### config.mk
export PLATFORM = sky130hd
export DESIGN_NAME = alu_top
export DESIGN_NICKNAME = d
export VERILOG_FILES = /design/src/alu_pkg.sv /design/src/alu_unit_if.sv /design/src/alu_adder.sv /design/src/alu_logic.sv /design/src/alu_shifter.sv /design/src/alu_writeback.sv /design/src/alu_top.sv
export VERILOG_INCLUDE_DIRS = /design/src
export SDC_FILE = /design/constraint.sdc
export NUM_CORES = 1
export LEC_CHECK = 0
export BUFFER_PORTS_ARGS = -buffer_cell sky130_fd_sc_hd__buf_2
export CORE_MARGIN = 10
export CORE_UTILIZATION = 50
export CTS_CLUSTER_DIAMETER = 200
export DETAILED_ROUTE_END_ITERATION = 6
export PLACE_DENSITY = 0.77
export SLEW_MARGIN = 10
export SYNTH_ARGS = -nofsm -noshare
export SYNTH_HDL_FRONTEND = slang
export SYNTH_SLANG_ARGS = --single-unit
### constraint.sdc
create_clock -name clk -period 9.18 [get_ports clk]
set_input_delay 1.836 -clock clk [delete_from_list [all_inputs] [get_ports clk]]
set_output_delay 1.836 -clock clk [all_outputs]
set_load 0.1 [all_outputs]
### src/alu_config.svh
`ifndef ALU_CONFIG_SVH
`define ALU_CONFIG_SVH

// operand and result width
`define ALU_DATA_W      32

// opcode field, matches alu_pkg::alu_op_e
`define ALU_OP_W        6

// bit number for BIT/SET/RES/CHG/TSET, taken from the low source bits
`define ALU_BIT_IDX_W   4

// flag byte layout {S,Z,0,H,0,V,N,C}
`define ALU_FLAG_S      7
`define ALU_FLAG_Z      6
`define ALU_FLAG_H      4
`define ALU_FLAG_V      2   // overflow or parity
`define ALU_FLAG_N      1
`define ALU_FLAG_C      0

`endif

### src/alu_pkg.sv
package alu_pkg;

    typedef logic [31:0] word_t;    // operand or result
    typedef logic [2:0]  width_t;   // one-hot: byte, word, long; zero is idle
    typedef logic [7:0]  flags_t;   // {S,Z,0,H,0,V,N,C}
    typedef logic [3:0]  bit_idx_t; // bit number for single-bit ops

    typedef enum logic [5:0] {
        // moves and arithmetic
        ALU_MOVE = 6'd0,
        ALU_ADD  = 6'd1,
        ALU_ADC  = 6'd2,
        ALU_INC  = 6'd3,
        ALU_SUB  = 6'd4,
        ALU_SBC  = 6'd5,
        ALU_CP   = 6'd6,
        ALU_DEC  = 6'd7,
        ALU_NEG  = 6'd8,
        // logic
        ALU_AND  = 6'd9,
        ALU_OR   = 6'd10,
        ALU_XOR  = 6'd11,
        ALU_CPL  = 6'd12,
        // single bit
        ALU_BIT  = 6'd13,
        ALU_SET  = 6'd14,
        ALU_RES  = 6'd15,
        ALU_CHG  = 6'd16,
        ALU_TSET = 6'd17,
        // carry flag only
        ALU_SCF  = 6'd18,
        ALU_RCF  = 6'd19,
        ALU_CCF  = 6'd20,
        ALU_ZCF  = 6'd21,
        // one-bit shifts and rotates
        ALU_RLC  = 6'd22,
        ALU_RRC  = 6'd23,
        ALU_RL   = 6'd24,
        ALU_RR   = 6'd25,
        ALU_SLA  = 6'd26,
        ALU_SRA  = 6'd27,
        ALU_SLL  = 6'd28,
        ALU_SRL  = 6'd29
    } alu_op_e;

endpackage

### src/alu_unit_if.sv
// result and status of one execution unit
interface alu_unit_if;

    alu_pkg::word_t rslt;
    logic           c;      // carry out at the selected width
    logic           h;      // carry/borrow out of bit 3
    logic           v;      // signed overflow at the selected width
    logic           bit_z;  // inverse of the tested bit

    modport unit (
        output rslt, c, h, v, bit_z
    );

    modport sink (
        input  rslt, c, h, v, bit_z
    );

endinterface

### src/alu_adder.sv
module alu_adder (
    input  alu_pkg::word_t   op0,
    input  alu_pkg::word_t   op2,
    input  alu_pkg::alu_op_e sel,
    input  alu_pkg::width_t  w,
    input  logic             carry,
    alu_unit_if.unit         bus
);

    alu_pkg::word_t a;
    alu_pkg::word_t b;
    alu_pkg::word_t r;
    logic           sub;
    logic           cin;
    logic           hc, c8, c16, c32;   // carries out of bits 3, 7, 15, 31
    logic [32:0]    ext_a, ext_b, ext_r;
    logic           r_top;

    // sign extension to 33 bits at the given width, for the overflow check
    function automatic logic [32:0] extend(input alu_pkg::word_t x, input alu_pkg::width_t wd);
        if (wd[0])
            return {{25{x[7]}}, x[7:0]};
        else if (wd[1])
            return {{17{x[15]}}, x[15:0]};
        else
            return {x[31], x};
    endfunction

    always_comb begin
        a   = op0;
        b   = op2;
        sub = 1'b1;
        cin = 1'b0;
        case (sel)
            alu_pkg::ALU_ADD, alu_pkg::ALU_INC: sub = 1'b0;
            alu_pkg::ALU_ADC: begin
                sub = 1'b0;
                cin = carry;
            end
            alu_pkg::ALU_SBC: cin = carry;
            alu_pkg::ALU_NEG: begin
                a = '0;     // 0 - op0
                b = op0;
            end
            default: ;
        endcase
    end

    assign ext_a = extend(a, w);
    assign ext_b = extend(b, w);

    // chain split at 4/8/16 so every width gets its own carry
    always_comb begin
        if (sub) begin
            {hc,  r[3:0]}   = {1'b0, a[3:0]}   - {1'b0, b[3:0]}   - {4'd0, cin};
            {c8,  r[7:4]}   = {1'b0, a[7:4]}   - {1'b0, b[7:4]}   - {4'd0, hc};
            {c16, r[15:8]}  = {1'b0, a[15:8]}  - {1'b0, b[15:8]}  - {8'd0, c8};
            {c32, r[31:16]} = {1'b0, a[31:16]} - {1'b0, b[31:16]} - {16'd0, c16};
            ext_r = ext_a - ext_b - {32'd0, cin};
        end else begin
            {hc,  r[3:0]}   = {1'b0, a[3:0]}   + {1'b0, b[3:0]}   + {4'd0, cin};
            {c8,  r[7:4]}   = {1'b0, a[7:4]}   + {1'b0, b[7:4]}   + {4'd0, hc};
            {c16, r[15:8]}  = {1'b0, a[15:8]}  + {1'b0, b[15:8]}  + {8'd0, c8};
            {c32, r[31:16]} = {1'b0, a[31:16]} + {1'b0, b[31:16]} + {16'd0, c16};
            ext_r = ext_a + ext_b + {32'd0, cin};
        end
    end

    assign r_top = w[0] ? ext_r[7] : w[1] ? ext_r[15] : ext_r[31];

    assign bus.rslt  = r;
    assign bus.c     = w[0] ? c8 : w[1] ? c16 : c32;
    assign bus.h     = hc;
    assign bus.v     = ext_r[32] ^ r_top;   // true sign vs sign at width
    assign bus.bit_z = 1'b0;

endmodule

### src/alu_logic.sv
module alu_logic (
    input  alu_pkg::word_t   op0,
    input  alu_pkg::word_t   op2,
    input  alu_pkg::alu_op_e sel,
    alu_unit_if.unit         bus
);

    alu_pkg::bit_idx_t idx;
    logic [4:0]        pos;     // index into the 32-bit operand
    alu_pkg::word_t    r;

    assign idx = op2[$bits(alu_pkg::bit_idx_t)-1:0];
    assign pos = {1'b0, idx};

    always_comb begin
        r = op0;
        case (sel)
            alu_pkg::ALU_AND: r = op0 & op2;
            alu_pkg::ALU_OR:  r = op0 | op2;
            alu_pkg::ALU_XOR: r = op0 ^ op2;
            alu_pkg::ALU_CPL: r = ~op2;     // complement of the source

            // tset writes the bit after testing it
            alu_pkg::ALU_SET, alu_pkg::ALU_TSET: begin
                r[pos] = 1'b1;
            end
            alu_pkg::ALU_RES: begin
                r[pos] = 1'b0;
            end
            alu_pkg::ALU_CHG: begin
                r[pos] = ~op0[pos];
            end
            default: ;
        endcase
    end

    assign bus.rslt  = r;
    assign bus.c     = 1'b0;
    assign bus.h     = 1'b0;
    assign bus.v     = 1'b0;
    assign bus.bit_z = ~op0[pos];   // original bit, before any tset

endmodule

### src/alu_shifter.sv
module alu_shifter (
    input  alu_pkg::word_t   op0,
    input  alu_pkg::alu_op_e sel,
    input  alu_pkg::width_t  w,
    input  logic             carry,
    alu_unit_if.unit         bus
);

    logic           left;
    logic           top;        // msb of op0 at the selected width
    logic           lsb_in;
    logic           msb_in;
    alu_pkg::word_t r;

    assign top  = w[0] ? op0[7] : w[1] ? op0[15] : op0[31];
    assign left = sel inside {alu_pkg::ALU_RLC, alu_pkg::ALU_RL,
                              alu_pkg::ALU_SLA, alu_pkg::ALU_SLL};

    // fill bits for the vacated position
    always_comb begin
        case (sel)
            alu_pkg::ALU_RLC: lsb_in = top;
            alu_pkg::ALU_RL:  lsb_in = carry;
            default:          lsb_in = 1'b0;
        endcase
        case (sel)
            alu_pkg::ALU_RRC: msb_in = op0[0];
            alu_pkg::ALU_RR:  msb_in = carry;
            alu_pkg::ALU_SRA: msb_in = top;     // keep sign
            default:          msb_in = 1'b0;
        endcase
    end

    // upper bits above the width pass through
    always_comb begin
        r = op0;
        if (left) begin
            if (w[0])
                r[7:0] = {op0[6:0], lsb_in};
            else if (w[1])
                r[15:0] = {op0[14:0], lsb_in};
            else
                r = {op0[30:0], lsb_in};
        end else begin
            if (w[0])
                r[7:0] = {msb_in, op0[7:1]};
            else if (w[1])
                r[15:0] = {msb_in, op0[15:1]};
            else
                r = {msb_in, op0[31:1]};
        end
    end

    assign bus.rslt  = r;
    assign bus.c     = left ? top : op0[0];     // bit shifted out
    assign bus.h     = 1'b0;
    assign bus.v     = 1'b0;
    assign bus.bit_z = 1'b0;

endmodule

### src/alu_writeback.sv
`include "alu_config.svh"

module alu_writeback (
    input  logic             clk,
    input  logic             rst,
    input  logic             cen,
    input  alu_pkg::alu_op_e sel,
    input  alu_pkg::width_t  w,
    input  alu_pkg::word_t   op2,
    alu_unit_if.sink         add_bus,
    alu_unit_if.sink         log_bus,
    alu_unit_if.sink         shf_bus,
    output alu_pkg::word_t   dout,
    output alu_pkg::flags_t  flags,
    output alu_pkg::width_t  alu_we,
    output logic             carry
);

    alu_pkg::word_t  rslt;
    alu_pkg::flags_t nx_flags;
    logic            rslt_s, is_zero, rslt_even;
    logic            nx_s, nx_z, nx_h, nx_v, nx_n, nx_c;

    always_comb begin
        case (sel)
            alu_pkg::ALU_MOVE: rslt = op2;
            alu_pkg::ALU_ADD, alu_pkg::ALU_ADC, alu_pkg::ALU_INC,
            alu_pkg::ALU_SUB, alu_pkg::ALU_SBC, alu_pkg::ALU_CP,
            alu_pkg::ALU_DEC, alu_pkg::ALU_NEG: rslt = add_bus.rslt;
            alu_pkg::ALU_AND, alu_pkg::ALU_OR, alu_pkg::ALU_XOR,
            alu_pkg::ALU_CPL, alu_pkg::ALU_SET, alu_pkg::ALU_RES,
            alu_pkg::ALU_CHG, alu_pkg::ALU_TSET: rslt = log_bus.rslt;
            alu_pkg::ALU_RLC, alu_pkg::ALU_RRC, alu_pkg::ALU_RL,
            alu_pkg::ALU_RR, alu_pkg::ALU_SLA, alu_pkg::ALU_SRA,
            alu_pkg::ALU_SLL, alu_pkg::ALU_SRL: rslt = shf_bus.rslt;
            default: rslt = dout;   // bit test and carry ops
        endcase
    end

    assign rslt_s    = w[0] ? rslt[7] : w[1] ? rslt[15] : rslt[`ALU_DATA_W-1];
    assign is_zero   = w[0] ? rslt[7:0] == '0 :
                       w[1] ? rslt[15:0] == '0 : rslt[`ALU_DATA_W-1:0] == '0;
    assign rslt_even = w[0] ? ~^rslt[7:0] : ~^rslt[15:0];

    always_comb begin
        nx_s = flags[`ALU_FLAG_S];
        nx_z = flags[`ALU_FLAG_Z];
        nx_h = flags[`ALU_FLAG_H];
        nx_v = flags[`ALU_FLAG_V];
        nx_n = flags[`ALU_FLAG_N];
        nx_c = flags[`ALU_FLAG_C];
        case (sel)
            alu_pkg::ALU_ADD, alu_pkg::ALU_ADC, alu_pkg::ALU_SUB,
            alu_pkg::ALU_SBC, alu_pkg::ALU_CP, alu_pkg::ALU_NEG: begin
                nx_s = rslt_s;
                nx_z = is_zero;
                nx_h = add_bus.h;
                nx_v = add_bus.v;
                nx_c = add_bus.c;
                nx_n = sel != alu_pkg::ALU_ADD && sel != alu_pkg::ALU_ADC;
            end
            alu_pkg::ALU_INC, alu_pkg::ALU_DEC: begin
                if (w[0]) begin     // wider inc/dec leave flags alone
                    nx_s = rslt_s;
                    nx_z = is_zero;
                    nx_h = add_bus.h;
                    nx_v = add_bus.v;
                    nx_n = sel == alu_pkg::ALU_DEC;
                end
            end
            alu_pkg::ALU_AND, alu_pkg::ALU_OR, alu_pkg::ALU_XOR: begin
                nx_s = rslt_s;
                nx_z = is_zero;
                nx_h = sel == alu_pkg::ALU_AND;
                nx_v = rslt_even;
                nx_n = 1'b0;
                nx_c = 1'b0;
            end
            alu_pkg::ALU_CPL: begin
                nx_h = 1'b1;
                nx_n = 1'b1;
            end
            alu_pkg::ALU_RLC, alu_pkg::ALU_RRC, alu_pkg::ALU_RL,
            alu_pkg::ALU_RR, alu_pkg::ALU_SLA, alu_pkg::ALU_SRA,
            alu_pkg::ALU_SLL, alu_pkg::ALU_SRL: begin
                nx_s = rslt_s;
                nx_z = is_zero;
                nx_h = 1'b0;
                nx_v = rslt_even;
                nx_n = 1'b0;
                nx_c = shf_bus.c;
            end
            alu_pkg::ALU_BIT, alu_pkg::ALU_TSET: begin
                nx_z = log_bus.bit_z;
                nx_h = 1'b1;
                nx_n = 1'b0;
            end
            alu_pkg::ALU_SCF, alu_pkg::ALU_RCF: begin
                nx_c = sel == alu_pkg::ALU_SCF;
                nx_h = 1'b0;
                nx_n = 1'b0;
            end
            alu_pkg::ALU_CCF: begin
                nx_c = ~flags[`ALU_FLAG_C];
                nx_n = 1'b0;
            end
            alu_pkg::ALU_ZCF: begin
                nx_c = ~flags[`ALU_FLAG_Z];
                nx_n = 1'b0;
            end
            default: ;  // move, set, res, chg
        endcase
    end

    always_comb begin
        nx_flags              = '0;     // bits 5 and 3 read zero
        nx_flags[`ALU_FLAG_S] = nx_s;
        nx_flags[`ALU_FLAG_Z] = nx_z;
        nx_flags[`ALU_FLAG_H] = nx_h;
        nx_flags[`ALU_FLAG_V] = nx_v;
        nx_flags[`ALU_FLAG_N] = nx_n;
        nx_flags[`ALU_FLAG_C] = nx_c;
    end

    always_ff @(posedge clk or posedge rst) begin
        if (rst) begin
            dout   <= '0;
            flags  <= '0;
            alu_we <= '0;
        end else if (cen) begin
            alu_we <= w;
            if (w != '0) begin
                dout  <= rslt;
                flags <= nx_flags;
            end
        end
    end

    assign carry = flags[`ALU_FLAG_C];

endmodule

### src/alu_top.sv
`include "alu_config.svh"

module alu_top (
    input  logic             clk,
    input  logic             rst,
    input  logic             cen,
    input  alu_pkg::word_t   op0,       // destination
    input  alu_pkg::word_t   op1,       // register source
    input  alu_pkg::word_t   imm,       // immediate source
    input  logic             sel_imm,
    input  alu_pkg::alu_op_e sel,
    input  alu_pkg::width_t  w,
    output alu_pkg::word_t   dout,
    output alu_pkg::flags_t  flags,
    output alu_pkg::width_t  alu_we
);

    logic [`ALU_DATA_W-1:0] op2;
    logic                   carry;      // registered C flag

    alu_unit_if add_bus ();
    alu_unit_if log_bus ();
    alu_unit_if shf_bus ();

    assign op2 = sel_imm ? imm : op1;

    alu_adder u_adder (
        .op0   (op0),
        .op2   (op2),
        .sel   (sel),
        .w     (w),
        .carry (carry),
        .bus   (add_bus.unit)
    );

    alu_logic u_logic (
        .op0 (op0),
        .op2 (op2),
        .sel (sel),
        .bus (log_bus.unit)
    );

    alu_shifter u_shifter (
        .op0   (op0),
        .sel   (sel),
        .w     (w),
        .carry (carry),
        .bus   (shf_bus.unit)
    );

    alu_writeback u_writeback (
        .clk     (clk),
        .rst     (rst),
        .cen     (cen),
        .sel     (sel),
        .w       (w),
        .op2     (op2),
        .add_bus (add_bus.sink),
        .log_bus (log_bus.sink),
        .shf_bus (shf_bus.sink),
        .dout    (dout),
        .flags   (flags),
        .alu_we  (alu_we),
        .carry   (carry)
    );

endmodule

==> out/results.ini <==
[setup_path]
cpMostUsedCell=fa_2
crit_path_end_kind=flop
crit_path_start_kind=primary input
path_max_fanout=6
cp.arrival_ns=9.55
cp.required_ns=9.39
cpPeakStageDelay_ns=0.55
crit_slowest_cell=or4b_4
critPathKind=in -> reg

[power_and_ir_drop]
power_frac_seq_pct=12.6
leakage_nw=7.582
p_int_uw=926.1
max-vdd-ir-drop_mv=0.2060
powerDensity_nw_per_um2=139.2
switchingPower_mw=1.205
power_frac_comb_pct=77.4
p_sw_share_pct=56.54
clkPwrFrac_pct=10.0

[finish]
fillers=2429
drive_above_1_share_pct=18.91
area_delta_synth_final_pct=16.52
nets=2349
layout.cells.non_filler=2336

[placement]
dp_cells=2314
dp_slack_ns=-0.5044
gp_congestion=1.037
dp_hpwl_um=41030
place.port_buffers=149

[global_routing]
grt_pass1_wl_um=79160
grt_max_degree=59
grt_antenna_before_repair=2
busiest_layer=met2
grt_pass1_vias=13965
grtUsageMet3_pct=8.032
grt_usage_pct=29.46
grt_overflow=0
grt.met1_usage_pct=40.34
met2_usage_pct=43.21

[timing]
finalCritPeriodShare_pct=101.8
finalSetupViolCount=2
fmax_mhz=107.0
min_period_ns=9.342
rsz0062_at_grt=yes
hold-worst-slack_ns=0.4807
slew-limit-headroom_pct=13.56
fin_tns_setup_ns=-0.2973
setup_ws_ns=-0.1623
slew_viol_final=0
timing.final.hold_violations=0
worst_pin_slew_ns=1.264
fin_worst_skew_ns=0.01056

[run_status]
violations=setup timing
status=complete, but fails checks

[die]
die_h_um=182.1
num_rows=59
start_util_pct=50.56
io_pins=152
die_w_um=182.1
die_area_um2=33160
core-area_um2=25980

[clocking]
cts_tree=built
clk_pin_slew_ns=0.07
clock-sinks=41
clk_latency_ns=0.29
htree_levels=2
clockBufferDepth=2
cts_buffers=5
cts-root-buf=clkbuf_16

[yosys]
synth_area_um2=13140
ys_ff_latch=41
synthFlopType=dfrtp_1
avgSynthCellArea_um2=7.203
async_flop_share_pct=100.0
synth_edf_count=0
yosysWarnings=0
synthCells=1824
seq_area_frac_synth_pct=7.810
synth_cell_types=92

[routing]
drc=0
avgRoutedWirePerCell_um=22.22
postRouteAntennaNets=0
vias=14785
drt_first_pass_iters=5
via_per_inst=6.329
drtIter0Drc=2008
wirelength_um=51910

[job]
drv_cap=0

[hold_path]
hold_class=reg -> reg

registers in the layout (all words and copies together) (netlist names):
name / flops
u_writeback.alu_we: 3
u_writeback.dout: 32
u_writeback.flags: 6
Yosys cell counts, types with 29 or more instances:
master	n	area share [%]
inv_1	216	6.2
nor2_1	162	4.6
clkbuf_1	59	1.7
mux2i_1	92	7.0
nand3_1	36	1.4
dfrtp_1	41	7.8
nand2_1	153	4.4
ha_1	226	22
o21a_1	29	1.7
o21ai_0	101	3.8
xnor2_1	36	2.4
a21oi_1	174	6.6
critical path, delay by kind of cell:
| family | cells | cell delay, ns |
|---|---|---|
| adders and majority gates | 7 | 2.45 |
| buffers and inverters | 6 | 0.61 |
| xor gates and xnor gates | 1 | 0.16 |
| and+or+nand+nor | 7 | 1.87 |
| AOI/OAI and AO/OA | 16 | 2.62 |
cells by family after synthesis:
kind of cell	Yosys count	synth area share, %
flip-flops	41	7.809
AND/OR/NAND/NOR	487	17.32
multiplexers	107	8.810
buffers and inverters	316	9.505
AO/OA/AOI/OAI	580	29.23
XOR/XNOR	50	3.333
other	1	0.02854
adder cells (fa/ha/maj)	242	23.96
per-stage QoR:
step                      power (mW)  area (um2)  utilization (%)
after floorplan                1.391       13370                -
after global placement         1.811       14830            57.07
after detailed placement       1.842       14830            57.07
after CTS                      2.080       15160            58.35
after global routing           2.264       15310            58.91
final                          2.131       15310            58.91
timing repair:
action                     in CTS  in global routing
resized for setup              21                 23
cloned                          0                  0
setup endpoints to repair       3                  8
pin swaps                      26                 11
hold buffers                    0                  0
setup buffers                   8                  5
path summary, 6_finish.rpt:
kind / endpoint / cells past startpoint / slack, ns / start
setup / recovery: u_writeback.flags[6] / 37 / -0.16 / sel[2]
max in group asynchronous: u_writeback.dout[11] / 3 / 7.12 / rst
hold / removal: u_writeback.flags[1] / 2 / 0.48 / u_writeback.flags[1]
min in group asynchronous: u_writeback.dout[21] / 3 / 1.67 / rst
hold reg to reg: u_writeback.flags[1] / 2 / 0.48 / u_writeback.flags[1]
setup reg to reg: u_writeback.flags[6] / 33 / 1.60 / u_writeback.flags[0]
placed cells by master, fill, tap and decap left out, types with 13 or more instances in the layout:
| master | netlist | final |
|---|---|---|
| a211oi_1 | 22 | 19 |
| o211ai_1 | 25 | 25 |
| xnor2_1 | 36 | 35 |
| a31oi_1 | 21 | 20 |
| nand2b_1 | 17 | 13 |
| fa_2 | 0 | 16 |
| o21a_1 | 29 | 29 |
| ha_1 | 226 | 225 |
| inv_1 | 216 | 212 |
| nand4_1 | 16 | 16 |
| o22ai_1 | 22 | 22 |
| nand2_1 | 153 | 151 |
| o21ai_0 | 101 | 93 |
| nand3_1 | 36 | 35 |
| nor3_1 | 21 | 21 |
| a21oi_1 | 174 | 166 |
| nor2_1 | 162 | 159 |
| buf_2 | 16 | 147 |
| xor2_1 | 14 | 14 |
| dfrtp_1 | 41 | 41 |
| mux2i_1 | 92 | 92 |
| nor2b_1 | 25 | 22 |
| o22a_1 | 20 | 20 |
| a221oi_1 | 22 | 21 |
| buf_4 | 7 | 113 |
| a21o_1 | 18 | 18 |
per-layer routing:
layer  routed length, um  share of wire (%)  up-vias
li1                    -                  -     6861
met1               21870                 42     6875
met2               21730                 42      912
met3                6533                 13      137
met4                1780                3.4        0
met5                   0                  0        -
cell type report:
cell class / count / area [um2] / share of cell area, %
Multi-Input combinational cell: 1468 / 11230 / 73.34
Timing Repair Buffer: 265 / 1644 / 10.74
Sequential cell: 41 / 1026 / 6.702
Inverter: 217 / 814.5 / 5.321
Tap cell: 335 / 419.2 / 2.738
Clock buffer: 7 / 142.6 / 0.9318
Clock inverter: 1 / 30.03 / 0.1962
Antenna cell: 2 / 5.005 / 0.03269
power groups by stage:
stage	sequential (mW)	clock, mW	combinational (mW)
finish	0.268	0.214	1.65
detailed placement	0.269	0	1.57
CTS	0.266	0.214	1.60
floorplan	0.564	0	0.827
global route	0.272	0.219	1.77
global placement	0.268	0	1.54
Power figures use the tool's default switching activity.
